**config.mk**
```make
export PLATFORM = sky130hd
export DESIGN_NAME = lcdTop
export DESIGN_NICKNAME = d
export VERILOG_FILES = /design/src/design/lcdPkg.sv /design/src/design/colorExpander.sv /design/src/design/greenLut.sv /design/src/design/lcdTop.sv /design/src/design/redBlueLut.sv /design/src/design/scanSequencer.sv /design/src/design/videoTimer.sv
export SDC_FILE = /design/constraint.sdc
export NUM_CORES = 1
export LEC_CHECK = 0
export ABC_CLOCK_PERIOD_IN_PS = 1900
export BUFFER_PORTS_ARGS = -buffer_cell sky130_fd_sc_hd__clkbuf_2
export CORE_MARGIN = 10
export CORE_UTILIZATION = 50
export CTS_CLUSTER_SIZE = 25
export DETAILED_ROUTE_END_ITERATION = 10
export PLACE_DENSITY_LB_ADDON = 0.08
export SETUP_SLACK_MARGIN = 0.3
export SLEW_MARGIN = 20
export SYNTH_ARGS = -nofsm -noshare
export SYNTH_HDL_FRONTEND = slang
export SYNTH_SLANG_ARGS = --single-unit
```
**constraint.sdc**
```tcl
create_clock -name clk -period 1.9 [get_ports clk]
set_input_delay 0 -clock clk [delete_from_list [all_inputs] [get_ports clk]]
set_output_delay 0 -clock clk [all_outputs]
set_load 0.02 [all_outputs]
```
**src/design/lcdPkg.sv**
```systemverilog
`default_nettype none

package lcdPkg;

	// clock cycles per pixel period.
	localparam int PIX_DIV = 2;

	// horizontal timing in pixel periods.
	localparam int H_ACTIVE = 16;
	localparam int H_FRONT = 2;
	localparam int H_SYNC = 3;
	localparam int H_BACK = 3;
	localparam int H_TOTAL = H_ACTIVE + H_FRONT + H_SYNC + H_BACK;

	// vertical timing in lines.
	localparam int V_ACTIVE = 6;
	localparam int V_FRONT = 1;
	localparam int V_SYNC = 2;
	localparam int V_BACK = 1;
	localparam int V_TOTAL = V_ACTIVE + V_FRONT + V_SYNC + V_BACK;

	localparam int H_BITS = 5;
	localparam int V_BITS = 4;

	typedef struct packed {
		logic [4:0] red;
		logic [5:0] green;
		logic [4:0] blue;
	} rgb565T;

	typedef struct packed {
		logic [7:0] red;
		logic [7:0] green;
		logic [7:0] blue;
	} rgb888T;

	// all active high.
	typedef struct packed {
		logic hsync;
		logic vsync;
		logic de;
	} syncT;

	typedef struct packed {
		syncT sync;
		rgb888T rgb;
	} lcdOutT;

endpackage

`default_nettype wire

```
**src/design/colorExpander.sv**
```systemverilog
`timescale 1ns/1ps
`default_nettype none

module colorExpander (
	input logic clk,
	input logic rst,
	input logic pixelReq,
	input lcdPkg::rgb565T pixel,
	input lcdPkg::syncT syncIn,
	output lcdPkg::lcdOutT lcd
);

	logic capEn;
	lcdPkg::syncT syncDly;
	lcdPkg::syncT syncOut;
	logic [7:0] levelR;
	logic [7:0] levelG;
	logic [7:0] levelB;

	// source holds the pixel the cycle after its request.
	always_ff @(posedge clk) begin
		if (rst) begin
			capEn <= 1'b0;
			syncDly <= '0;
			syncOut <= '0;
		end else begin
			capEn <= pixelReq;
			syncDly <= syncIn;
			syncOut <= syncDly; // lines up with the lut outputs.
		end
	end

	greenLut gLut (.clk(clk), .clkEn(capEn), .code(pixel.green), .level(levelG));
	redBlueLut rLut (.clk(clk), .clkEn(capEn), .code(pixel.red), .level(levelR));
	redBlueLut bLut (.clk(clk), .clkEn(capEn), .code(pixel.blue), .level(levelB));

	always_comb begin
		lcd.sync = syncOut;
		lcd.rgb = '0; // black in blanking.
		if (syncOut.de) begin
			lcd.rgb.red = levelR;
			lcd.rgb.green = levelG;
			lcd.rgb.blue = levelB;
		end
	end

endmodule

`default_nettype wire

```
**src/design/greenLut.sv**
```systemverilog
`timescale 1ns/1ps
`default_nettype none

module greenLut (
	input logic clk,
	input logic clkEn,
	input logic [5:0] code,
	output logic [7:0] level
);

	// perceptual tone curve, steep at the ends.
	always_ff @(posedge clk) begin
		if (clkEn) begin
			case (code)
				6'h00: level <= 8'h00;
				6'h01: level <= 8'h06;
				6'h02: level <= 8'h0C;
				6'h03: level <= 8'h11;
				6'h04: level <= 8'h17;
				6'h05: level <= 8'h1B;
				6'h06: level <= 8'h1F;
				6'h07: level <= 8'h22;
				6'h08: level <= 8'h25;
				6'h09: level <= 8'h28;
				6'h0A: level <= 8'h2A;
				6'h0B: level <= 8'h2C;
				6'h0C: level <= 8'h2E;
				6'h0D: level <= 8'h2F;
				6'h0E: level <= 8'h31;
				6'h0F: level <= 8'h32;
				6'h10: level <= 8'h34;
				6'h11: level <= 8'h35;
				6'h12: level <= 8'h37;
				6'h13: level <= 8'h38;
				6'h14: level <= 8'h39;
				6'h15: level <= 8'h3A;
				6'h16: level <= 8'h3B;
				6'h17: level <= 8'h3C;
				6'h18: level <= 8'h3D;
				6'h19: level <= 8'h3D;
				6'h1A: level <= 8'h3E;
				6'h1B: level <= 8'h3F;
				6'h1C: level <= 8'h40;
				6'h1D: level <= 8'h41;
				6'h1E: level <= 8'h42;
				6'h1F: level <= 8'h43;
				6'h20: level <= 8'h44;
				6'h21: level <= 8'h45;
				6'h22: level <= 8'h46;
				6'h23: level <= 8'h47;
				6'h24: level <= 8'h48;
				6'h25: level <= 8'h49;
				6'h26: level <= 8'h4A;
				6'h27: level <= 8'h4B;
				6'h28: level <= 8'h4C;
				6'h29: level <= 8'h4D;
				6'h2A: level <= 8'h4E;
				6'h2B: level <= 8'h4F;
				6'h2C: level <= 8'h4F;
				6'h2D: level <= 8'h50;
				6'h2E: level <= 8'h51;
				6'h2F: level <= 8'h52;
				6'h30: level <= 8'h53;
				6'h31: level <= 8'h53;
				6'h32: level <= 8'h54;
				6'h33: level <= 8'h55;
				6'h34: level <= 8'h55;
				6'h35: level <= 8'h56;
				6'h36: level <= 8'h57;
				6'h37: level <= 8'h58;
				6'h38: level <= 8'h58;
				6'h39: level <= 8'h59;
				6'h3A: level <= 8'h5A;
				6'h3B: level <= 8'h5A;
				6'h3C: level <= 8'h5B;
				6'h3D: level <= 8'h5D;
				6'h3E: level <= 8'h61;
				6'h3F: level <= 8'h67;
			endcase
		end
	end

endmodule

`default_nettype wire

```
**src/design/lcdTop.sv**
```systemverilog
`timescale 1ns/1ps
`default_nettype none

module lcdTop (
	input logic clk,
	input logic rst,
	input logic run,
	input lcdPkg::rgb565T pixel,
	output logic pixelReq,
	output logic frameDone,
	output lcdPkg::lcdOutT lcd
);

	logic timerClear;
	logic pixEn;
	logic [lcdPkg::H_BITS-1:0] hCount;
	logic [lcdPkg::V_BITS-1:0] vCount;
	lcdPkg::syncT sync;

	videoTimer timer (
		.clk(clk),
		.rst(rst),
		.clear(timerClear),
		.pixEn(pixEn),
		.hCount(hCount),
		.vCount(vCount)
	);

	scanSequencer sequencer (
		.clk(clk),
		.rst(rst),
		.run(run),
		.pixEn(pixEn),
		.hCount(hCount),
		.vCount(vCount),
		.timerClear(timerClear),
		.sync(sync),
		.pixelReq(pixelReq),
		.frameDone(frameDone)
	);

	colorExpander expander (
		.clk(clk),
		.rst(rst),
		.pixelReq(pixelReq),
		.pixel(pixel),
		.syncIn(sync),
		.lcd(lcd)
	);

endmodule

`default_nettype wire

```
**src/design/redBlueLut.sv**
```systemverilog
`timescale 1ns/1ps
`default_nettype none

module redBlueLut (
	input logic clk,
	input logic clkEn,
	input logic [4:0] code,
	output logic [7:0] level
);

	// same curve as green, every second entry.
	always_ff @(posedge clk) begin
		if (clkEn) begin
			case (code)
				5'h00: level <= 8'h00;
				5'h01: level <= 8'h0C;
				5'h02: level <= 8'h17;
				5'h03: level <= 8'h1F;
				5'h04: level <= 8'h25;
				5'h05: level <= 8'h2A;
				5'h06: level <= 8'h2E;
				5'h07: level <= 8'h31;
				5'h08: level <= 8'h34;
				5'h09: level <= 8'h37;
				5'h0A: level <= 8'h39;
				5'h0B: level <= 8'h3B;
				5'h0C: level <= 8'h3D;
				5'h0D: level <= 8'h3E;
				5'h0E: level <= 8'h40;
				5'h0F: level <= 8'h42;
				5'h10: level <= 8'h44;
				5'h11: level <= 8'h46;
				5'h12: level <= 8'h48;
				5'h13: level <= 8'h4A;
				5'h14: level <= 8'h4C;
				5'h15: level <= 8'h4E;
				5'h16: level <= 8'h4F;
				5'h17: level <= 8'h51;
				5'h18: level <= 8'h53;
				5'h19: level <= 8'h54;
				5'h1A: level <= 8'h55;
				5'h1B: level <= 8'h57;
				5'h1C: level <= 8'h58;
				5'h1D: level <= 8'h5A;
				5'h1E: level <= 8'h5B;
				5'h1F: level <= 8'h61;
			endcase
		end
	end

endmodule

`default_nettype wire

```
**src/design/scanSequencer.sv**
```systemverilog
`timescale 1ns/1ps
`default_nettype none

module scanSequencer (
	input logic clk,
	input logic rst,
	input logic run,
	input logic pixEn,
	input logic [lcdPkg::H_BITS-1:0] hCount,
	input logic [lcdPkg::V_BITS-1:0] vCount,
	output logic timerClear,
	output lcdPkg::syncT sync,
	output logic pixelReq,
	output logic frameDone
);

	typedef enum logic [1:0] {
		IDLE,
		SCAN,
		FINISH
	} stateT;

	stateT state;

	logic frameWrap;
	logic activeNow;
	logic hsyncNow;
	logic vsyncNow;

	// pixEn on the last position of the frame.
	assign frameWrap = pixEn && (hCount == lcdPkg::H_TOTAL - 1)
		&& (vCount == lcdPkg::V_TOTAL - 1);

	assign activeNow = (hCount < lcdPkg::H_ACTIVE) && (vCount < lcdPkg::V_ACTIVE);
	assign hsyncNow = (hCount >= lcdPkg::H_ACTIVE + lcdPkg::H_FRONT)
		&& (hCount < lcdPkg::H_ACTIVE + lcdPkg::H_FRONT + lcdPkg::H_SYNC);
	assign vsyncNow = (vCount >= lcdPkg::V_ACTIVE + lcdPkg::V_FRONT)
		&& (vCount < lcdPkg::V_ACTIVE + lcdPkg::V_FRONT + lcdPkg::V_SYNC);

	assign timerClear = state == IDLE; // timer parked while idle.

	always_ff @(posedge clk) begin
		if (rst) begin
			state <= IDLE;
			sync <= '0;
			pixelReq <= 1'b0;
			frameDone <= 1'b0;
		end else begin
			pixelReq <= 1'b0;
			frameDone <= frameWrap && (state != IDLE);

			// region decode, one step per pixel period.
			if (state != IDLE && pixEn) begin
				sync.hsync <= hsyncNow;
				sync.vsync <= vsyncNow;
				sync.de <= activeNow;
				pixelReq <= activeNow;
			end

			case (state)
				IDLE: begin
					sync <= '0;
					if (run) begin
						state <= SCAN;
					end
				end
				SCAN: begin
					if (frameWrap) begin
						state <= run ? SCAN : IDLE;
					end else if (!run) begin
						state <= FINISH; // let the frame run out.
					end
				end
				FINISH: begin
					if (frameWrap) begin
						state <= IDLE;
					end
				end
				default: state <= IDLE;
			endcase
		end
	end

endmodule

`default_nettype wire

```
**src/design/videoTimer.sv**
```systemverilog
`timescale 1ns/1ps
`default_nettype none

module videoTimer (
	input logic clk,
	input logic rst,
	input logic clear,
	output logic pixEn,
	output logic [lcdPkg::H_BITS-1:0] hCount,
	output logic [lcdPkg::V_BITS-1:0] vCount
);

	logic [$clog2(lcdPkg::PIX_DIV)-1:0] divCnt;
	logic divLast;
	logic hLast;
	logic vLast;

	assign divLast = divCnt == lcdPkg::PIX_DIV - 1;
	assign hLast = hCount == lcdPkg::H_TOTAL - 1;
	assign vLast = vCount == lcdPkg::V_TOTAL - 1;

	// pixel rate divider.
	// pixEn is registered, so the first pulse lands PIX_DIV cycles after clear drops.
	always_ff @(posedge clk) begin
		if (rst || clear) begin
			divCnt <= '0;
			pixEn <= 1'b0;
		end else begin
			pixEn <= divLast;
			if (divLast) begin
				divCnt <= '0;
			end else begin
				divCnt <= divCnt + 1'b1;
			end
		end
	end

	// position counters.
	always_ff @(posedge clk) begin
		if (rst || clear) begin
			hCount <= '0;
			vCount <= '0;
		end else if (pixEn) begin
			if (hLast) begin
				hCount <= '0;
				if (vLast) begin
					vCount <= '0; // end of frame.
				end else begin
					vCount <= vCount + 1'b1;
				end
			end else begin
				hCount <= hCount + 1'b1;
			end
		end
	end

endmodule

`default_nettype wire

```
Word-level counts from Yosys, hierarchy flattened:

Memories as Yosys holds them, arrays and structs flattened. A register that Yosys moved wholly into a read port is not among the register bits.
Index checks and enable logic that the tools add are counted.

* bits in registers: 49
* latch bits: 0
* RAM bits: 0
* ROM bits: 896
* input port bits: 19
* output and inout port bits: 29
* word-level logic and storage cells: 64
* memories: 3

Memories
* (no name shown): words 64, width 7, rd ports 1, clocked after memory_dff 1, wr ports 0, line greenLut.sv:14 `case (code)`
* (no name shown): words 32, width 7, rd ports 1, clocked after memory_dff 1, wr ports 0, line redBlueLut.sv:14 `case (code)`
* (no name shown): words 32, width 7, rd ports 1, clocked after memory_dff 1, wr ports 0, line redBlueLut.sv:14

* add/sub/neg operators: 3
* $mul: 0
* divide/modulo/power cells: 0
* $lt $le $gt $ge: 6
* eq/ne operators: 7
* shifts and indexed selects: 0
* mux-type cells: 9
* bitwise gates (word level): 1
* reductions and logical operators: 15

Operator list (count)
* 2-to-1 mux 24 bit: 1
* < comparator 5 bit, second input constant: 2
* 2-to-1 mux 2 bit: 4
* logical AND 1 bit: 7
* one-hot mux 2 bit (3 select lines): 1
* OR reduction 2 bit: 3
* adder 5 x 1 -> 5 bit, second input constant: 1
* == test 5 bit, second input constant: 1
* >= comparator 5 bit, second input constant: 1
* 2-to-1 mux 5 bit: 1
* adder 4 x 1 -> 4 bit, second input constant: 1
* == test 4 bit, second input constant: 1
* >= comparator 4 x 3 -> 1 bit, second input constant: 1
* < comparator 4 x 3 -> 1 bit, second input constant: 1
* < comparator 4 bit, second input constant: 1
* 2-to-1 mux 4 bit: 1
* inequality test 3 x 2 -> 1 bit, second input constant: 1
* AND reduction 3 bit: 1
* == test 2 x 1 -> 1 bit, second input constant: 1
* == test 2 bit, second input constant: 1
* zero test 2 bit: 1
* inequality test 2 x 1 -> 1 bit, second input constant: 1
* inequality test 2 bit, second input constant: 1
* AND reduction 2 bit: 1
* other kinds (5): 5

Longest topological paths before layout:

* word-level depth: 5
* depth in mapped cells: 7
* mapped depth without buffers: 6

Cells and area by module:

Synthesis repeated with hierarchy kept, for this count alone.

* cells, all modules: 344
* area total of the unflattened synthesis: 3249.4 um^2

Modules (own cells, without submodules)
* redBlueLut: times used 2, cells each 61, area an instance 623.1 um^2, sequential area each 210.2 um^2
* greenLut: times used 1, cells each 97, area an instance 832.0 um^2, sequential area each 210.2 um^2
* videoTimer: times used 1, cells each 52, area an instance 478.0 um^2, sequential area each 220.2 um^2
* colorExpander: times used 1, cells each 40, area an instance 379.1 um^2, sequential area each 140.1 um^2
* scanSequencer: times used 1, cells each 33, area an instance 314.1 um^2, sequential area each 140.1 um^2

Worst setup path before layout:

OpenSTA, ideal clock, no wires.

* kind: input to register
* start: input port pixel[6] in the netlist's numbering
* end: register expander.gLut.level[0] (data pin)
* library setup time: 272 ps
* arrival: 1293 ps
* data required time: 1628 ps
* slack: 335 ps
* cell stages on the path: 6
* path buffers: 1
* path through: buf_2 inv_1 ha_1 mux2_4 a2111oi_1 a211oi_1

RTL lines
* from (decl): line lcdTop.sv:8 `input lcdPkg::rgb565T pixel,`
* to (decl): line greenLut.sv:8 `output logic [7:0] level`

==> results by group <==
Status
  • Status: complete, no violations

Routing
  • Vias: 2461
  • Initial DRC count: 91
  • Pre-antenna DRT Iters: 4
  • Vias per cell: 5.35
  • Detail Route Antenna Nets: 0
  • Drt wl/cell: 13.5 µm
  • WL final: 6230 µm
  • DRC viols: 0

Place
  • Placer Congestion: 0.886
  • Placed Instances: 451
  • Hpwl dp: 4540 µm
  • Port bufs: 44

Worst setup path
  • Critical path's largest stage delay: 0.66 ns
  • Critical Path AT: 1.37 ns
  • Critical path startpoint category: flip-flop
  • Critical path cell sequence: and2_1, clkbuf_2
  • R2r startpoint: timer.hCount[1]
  • CP Launch Point: expander.lcd[24]
  • Slowest-stage cell, CP: dfxtp_1
  • Crit path kind: flip-flop to output port
  • Critical Path RT: 1.90 ns
  • Critical path peak fanout: 22
  • CP Capture Type: output port

Logic synthesis
  • Top cells by area, synth: edfxtp_1 20%, dfxtp_1 16%, ha_1 11%
  • Top FF cell, synth: dfxtp_1
  • Yosys warns: 0
  • Ys async rst share: 0
  • Sequential share of the synthesized area: 0.357
  • Post-Synthesis Cells: 353
  • Cell area after synthesis: 3160 µm²
  • Yosys top cell area share: 0.199
  • Post-Syn Area per Cell: 8.96 µm²
  • Yosys top cell by area: edfxtp_1
  • Post-synthesis register bit count: 46
  • Synth cell types: 55
  • Number of synthesized flops with an enable pin: 21

Power
  • Share of total power in sequential cells: 0.530
  • Leakage: 1.44 nW
  • Sw Pwr: 543 µW
  • Clock power frac: 0.301
  • Comb pwr share: 0.169
  • Max VDD drop: 0.316 mV
  • P per Cell Area: 574 nW/µm²
  • Switching Share: 0.274
  • Internal Pwr Total: 1.44 mW

Floorplan
  • Row Count: 28
  • Vert. Die Dim: 99.6 µm
  • Starting density of the core: 0.525
  • Core ar.: 6030 µm²
  • Die area: 9910 µm²
  • Die W: 99.6 µm
  • Total I/O pin count: 48

Finish
  • Area Overhead vs Synth: 8.98%
  • Non-filler cells in the finished layout: 460
  • Nets: 430
  • Most common cell after layout, fill and taps aside: clkbuf_2
  • ANT cells: 0
  • Layout cells sized above 1: 0.169
  • Most frequent cells in the layout: 44 x clkbuf_2, 27 x ha_1, 26 x nor2_1, 25 x dfxtp_1, 24 x nand2_1

Clocking
  • CTS tree: done
  • Clock Sinks: 46
  • Root Driver: clkbuf_8
  • Num CTS Buffers: 5
  • Setup repair bufs after CTS: 0
  • Clock slew at reported path FFs: 0.09 ns
  • Post-CTS Hold Fix Bufs: 1
  • Clock H-tree levels: 2
  • Clock latency on the worst-skew pair: 0.30 ns
  • CTS Buffer Depth: 2
  • CTS resizes: 0

Timing
  • Final setup fails: 0
  • RSZ-0062 raised after global routing: no
  • Fin crit share: 0.721
  • Setup TNS Final: 0 ns
  • Final Hold Viols: 0
  • Fmax: 729 MHz
  • Worst Tran Pin Value: 0.521 ns
  • Fin. max-slew vios: 0
  • Max_slew headroom: 0.652
  • Minimum clock period: 1.37 ns
  • Clk_skew: 0.0122 ns

Worst hold path
  • Hold Crit Start: rst
  • Hold Crit Class: primary input to flip-flop

GRT
  • Initial antenna violation count: 0
  • Total congestion overflow: 0
  • First-pass GRT wire length: 10600 µm
  • Pin count of the biggest net entering global routing: 27
  • Total GRT Usage: 0.124
  • Vias in the first global route: 2340

Run
  • Max cap viols: 0
[sequential cells by signal, summed over array words and instances, names as in the netlist]
register / cells
timer.hCount: 5
expander.rLut.level: 7
timer.pixEn: 1
sequencer.state: 2
timer.vCount: 4
sequencer.pixelReq: 1
timer.divCnt: 1
sequencer.sync: 3
expander.gLut.level: 7
expander.capEn: 1
sequencer.frameDone: 1
expander.syncDly: 3
expander.lcd: 3
expander.bLut.level: 7
[path summary, 6_finish.rpt]
kind | end | slack, ns | cells past startpoint
worst max register to register | timer.vCount[1] | 0.54 | 5
worst max-delay path | lcd[5] | 0.53 | 2
worst min register to register | timer.divCnt | 0.43 | 1
worst min-delay path | expander.capEn | 0.007 | 2
[cell usage after synthesis, drive strengths merged, types with 2 or more instances]
library cell	number
dfxtp	25
o21bai	2
xnor2	3
a31oi	5
o311ai	3
inv	15
clkbuf	6
a2111oi	2
nor3	6
nand4	2
and3	3
nor3b	4
and2	24
nand3	5
a21o	2
edfxtp	21
nor2	26
nand2b	16
ha	27
a21oi	23
xor2	4
o31ai	3
o21ai	23
nor2b	14
a211oi	9
a221oi	2
mux2i	12
mux2	2
o221ai	4
nand2	24
a311oi	3
buf	21
[power groups by stage]
stage	Sequential [mW]	Combinational, mW	Clock (mW)
CTS	1.05	0.334	0.623
floorplan	1.07	0.263	0
finish	1.05	0.334	0.596
global route	1.05	0.380	0.664
detailed placement	1.07	0.331	0
global placement	1.07	0.326	0
[worst max-delay path, delay by kind of cell (launching register included)]
kind          cells  cell delay, ns
flops             1            0.66
simple gates      1            0.23
buf+inv           1            0.18
[routing by layer]
| metal | global-route usage | routed length, µm |
|---|---|---|
| met5 | 0 | 0 |
| met4 | 0.0408 | 65 |
| met3 | 0.0381 | 359 |
| met2 | 0.209 | 2990 |
| met1 | 0.146 | 2820 |
[area by class of cell]
cell class	count	area, µm²
fill	568	2580
clock inverter	3	20.0
inverter	15	56.3
sequential	46	1130
tap	75	93.8
clock buffer	5	68.8
timing repair buffer	49	260
multi-input combinational	267	1820
[cell families (layout without fill, tap and decap cells)]
family	count (synthesis)	after routing	synth area share
simple gates	128	128	0.216
compound gates	88	88	0.182
flops	46	46	0.357
buf+inv	42	72	0.0704
fa+ha+maj	27	27	0.107
mux	14	14	0.0463
xor+xnor	7	7	0.0194
other cells	1	3	0.00119
[stage by stage]
step | total power, mW | hold WS [ns] | utilization | setup slack, ns | instance area [µm²]
after floorplan | 1.33 | 0.167 | - | 0.335 | 3170
after global placement | 1.40 | 0.264 | 0.556 | 0.321 | 3350
after detailed placement | 1.40 | 0.275 | 0.556 | 0.296 | 3350
after CTS | 2.01 | 0.00138 | 0.572 | 0.472 | 3450
after global routing | 2.10 | 0.0178 | 0.572 | 0.371 | 3450
final | 1.98 | 0.00678 | 0.572 | 0.529 | 3450
No activity file was read; power rests on OpenSTA's default activity.
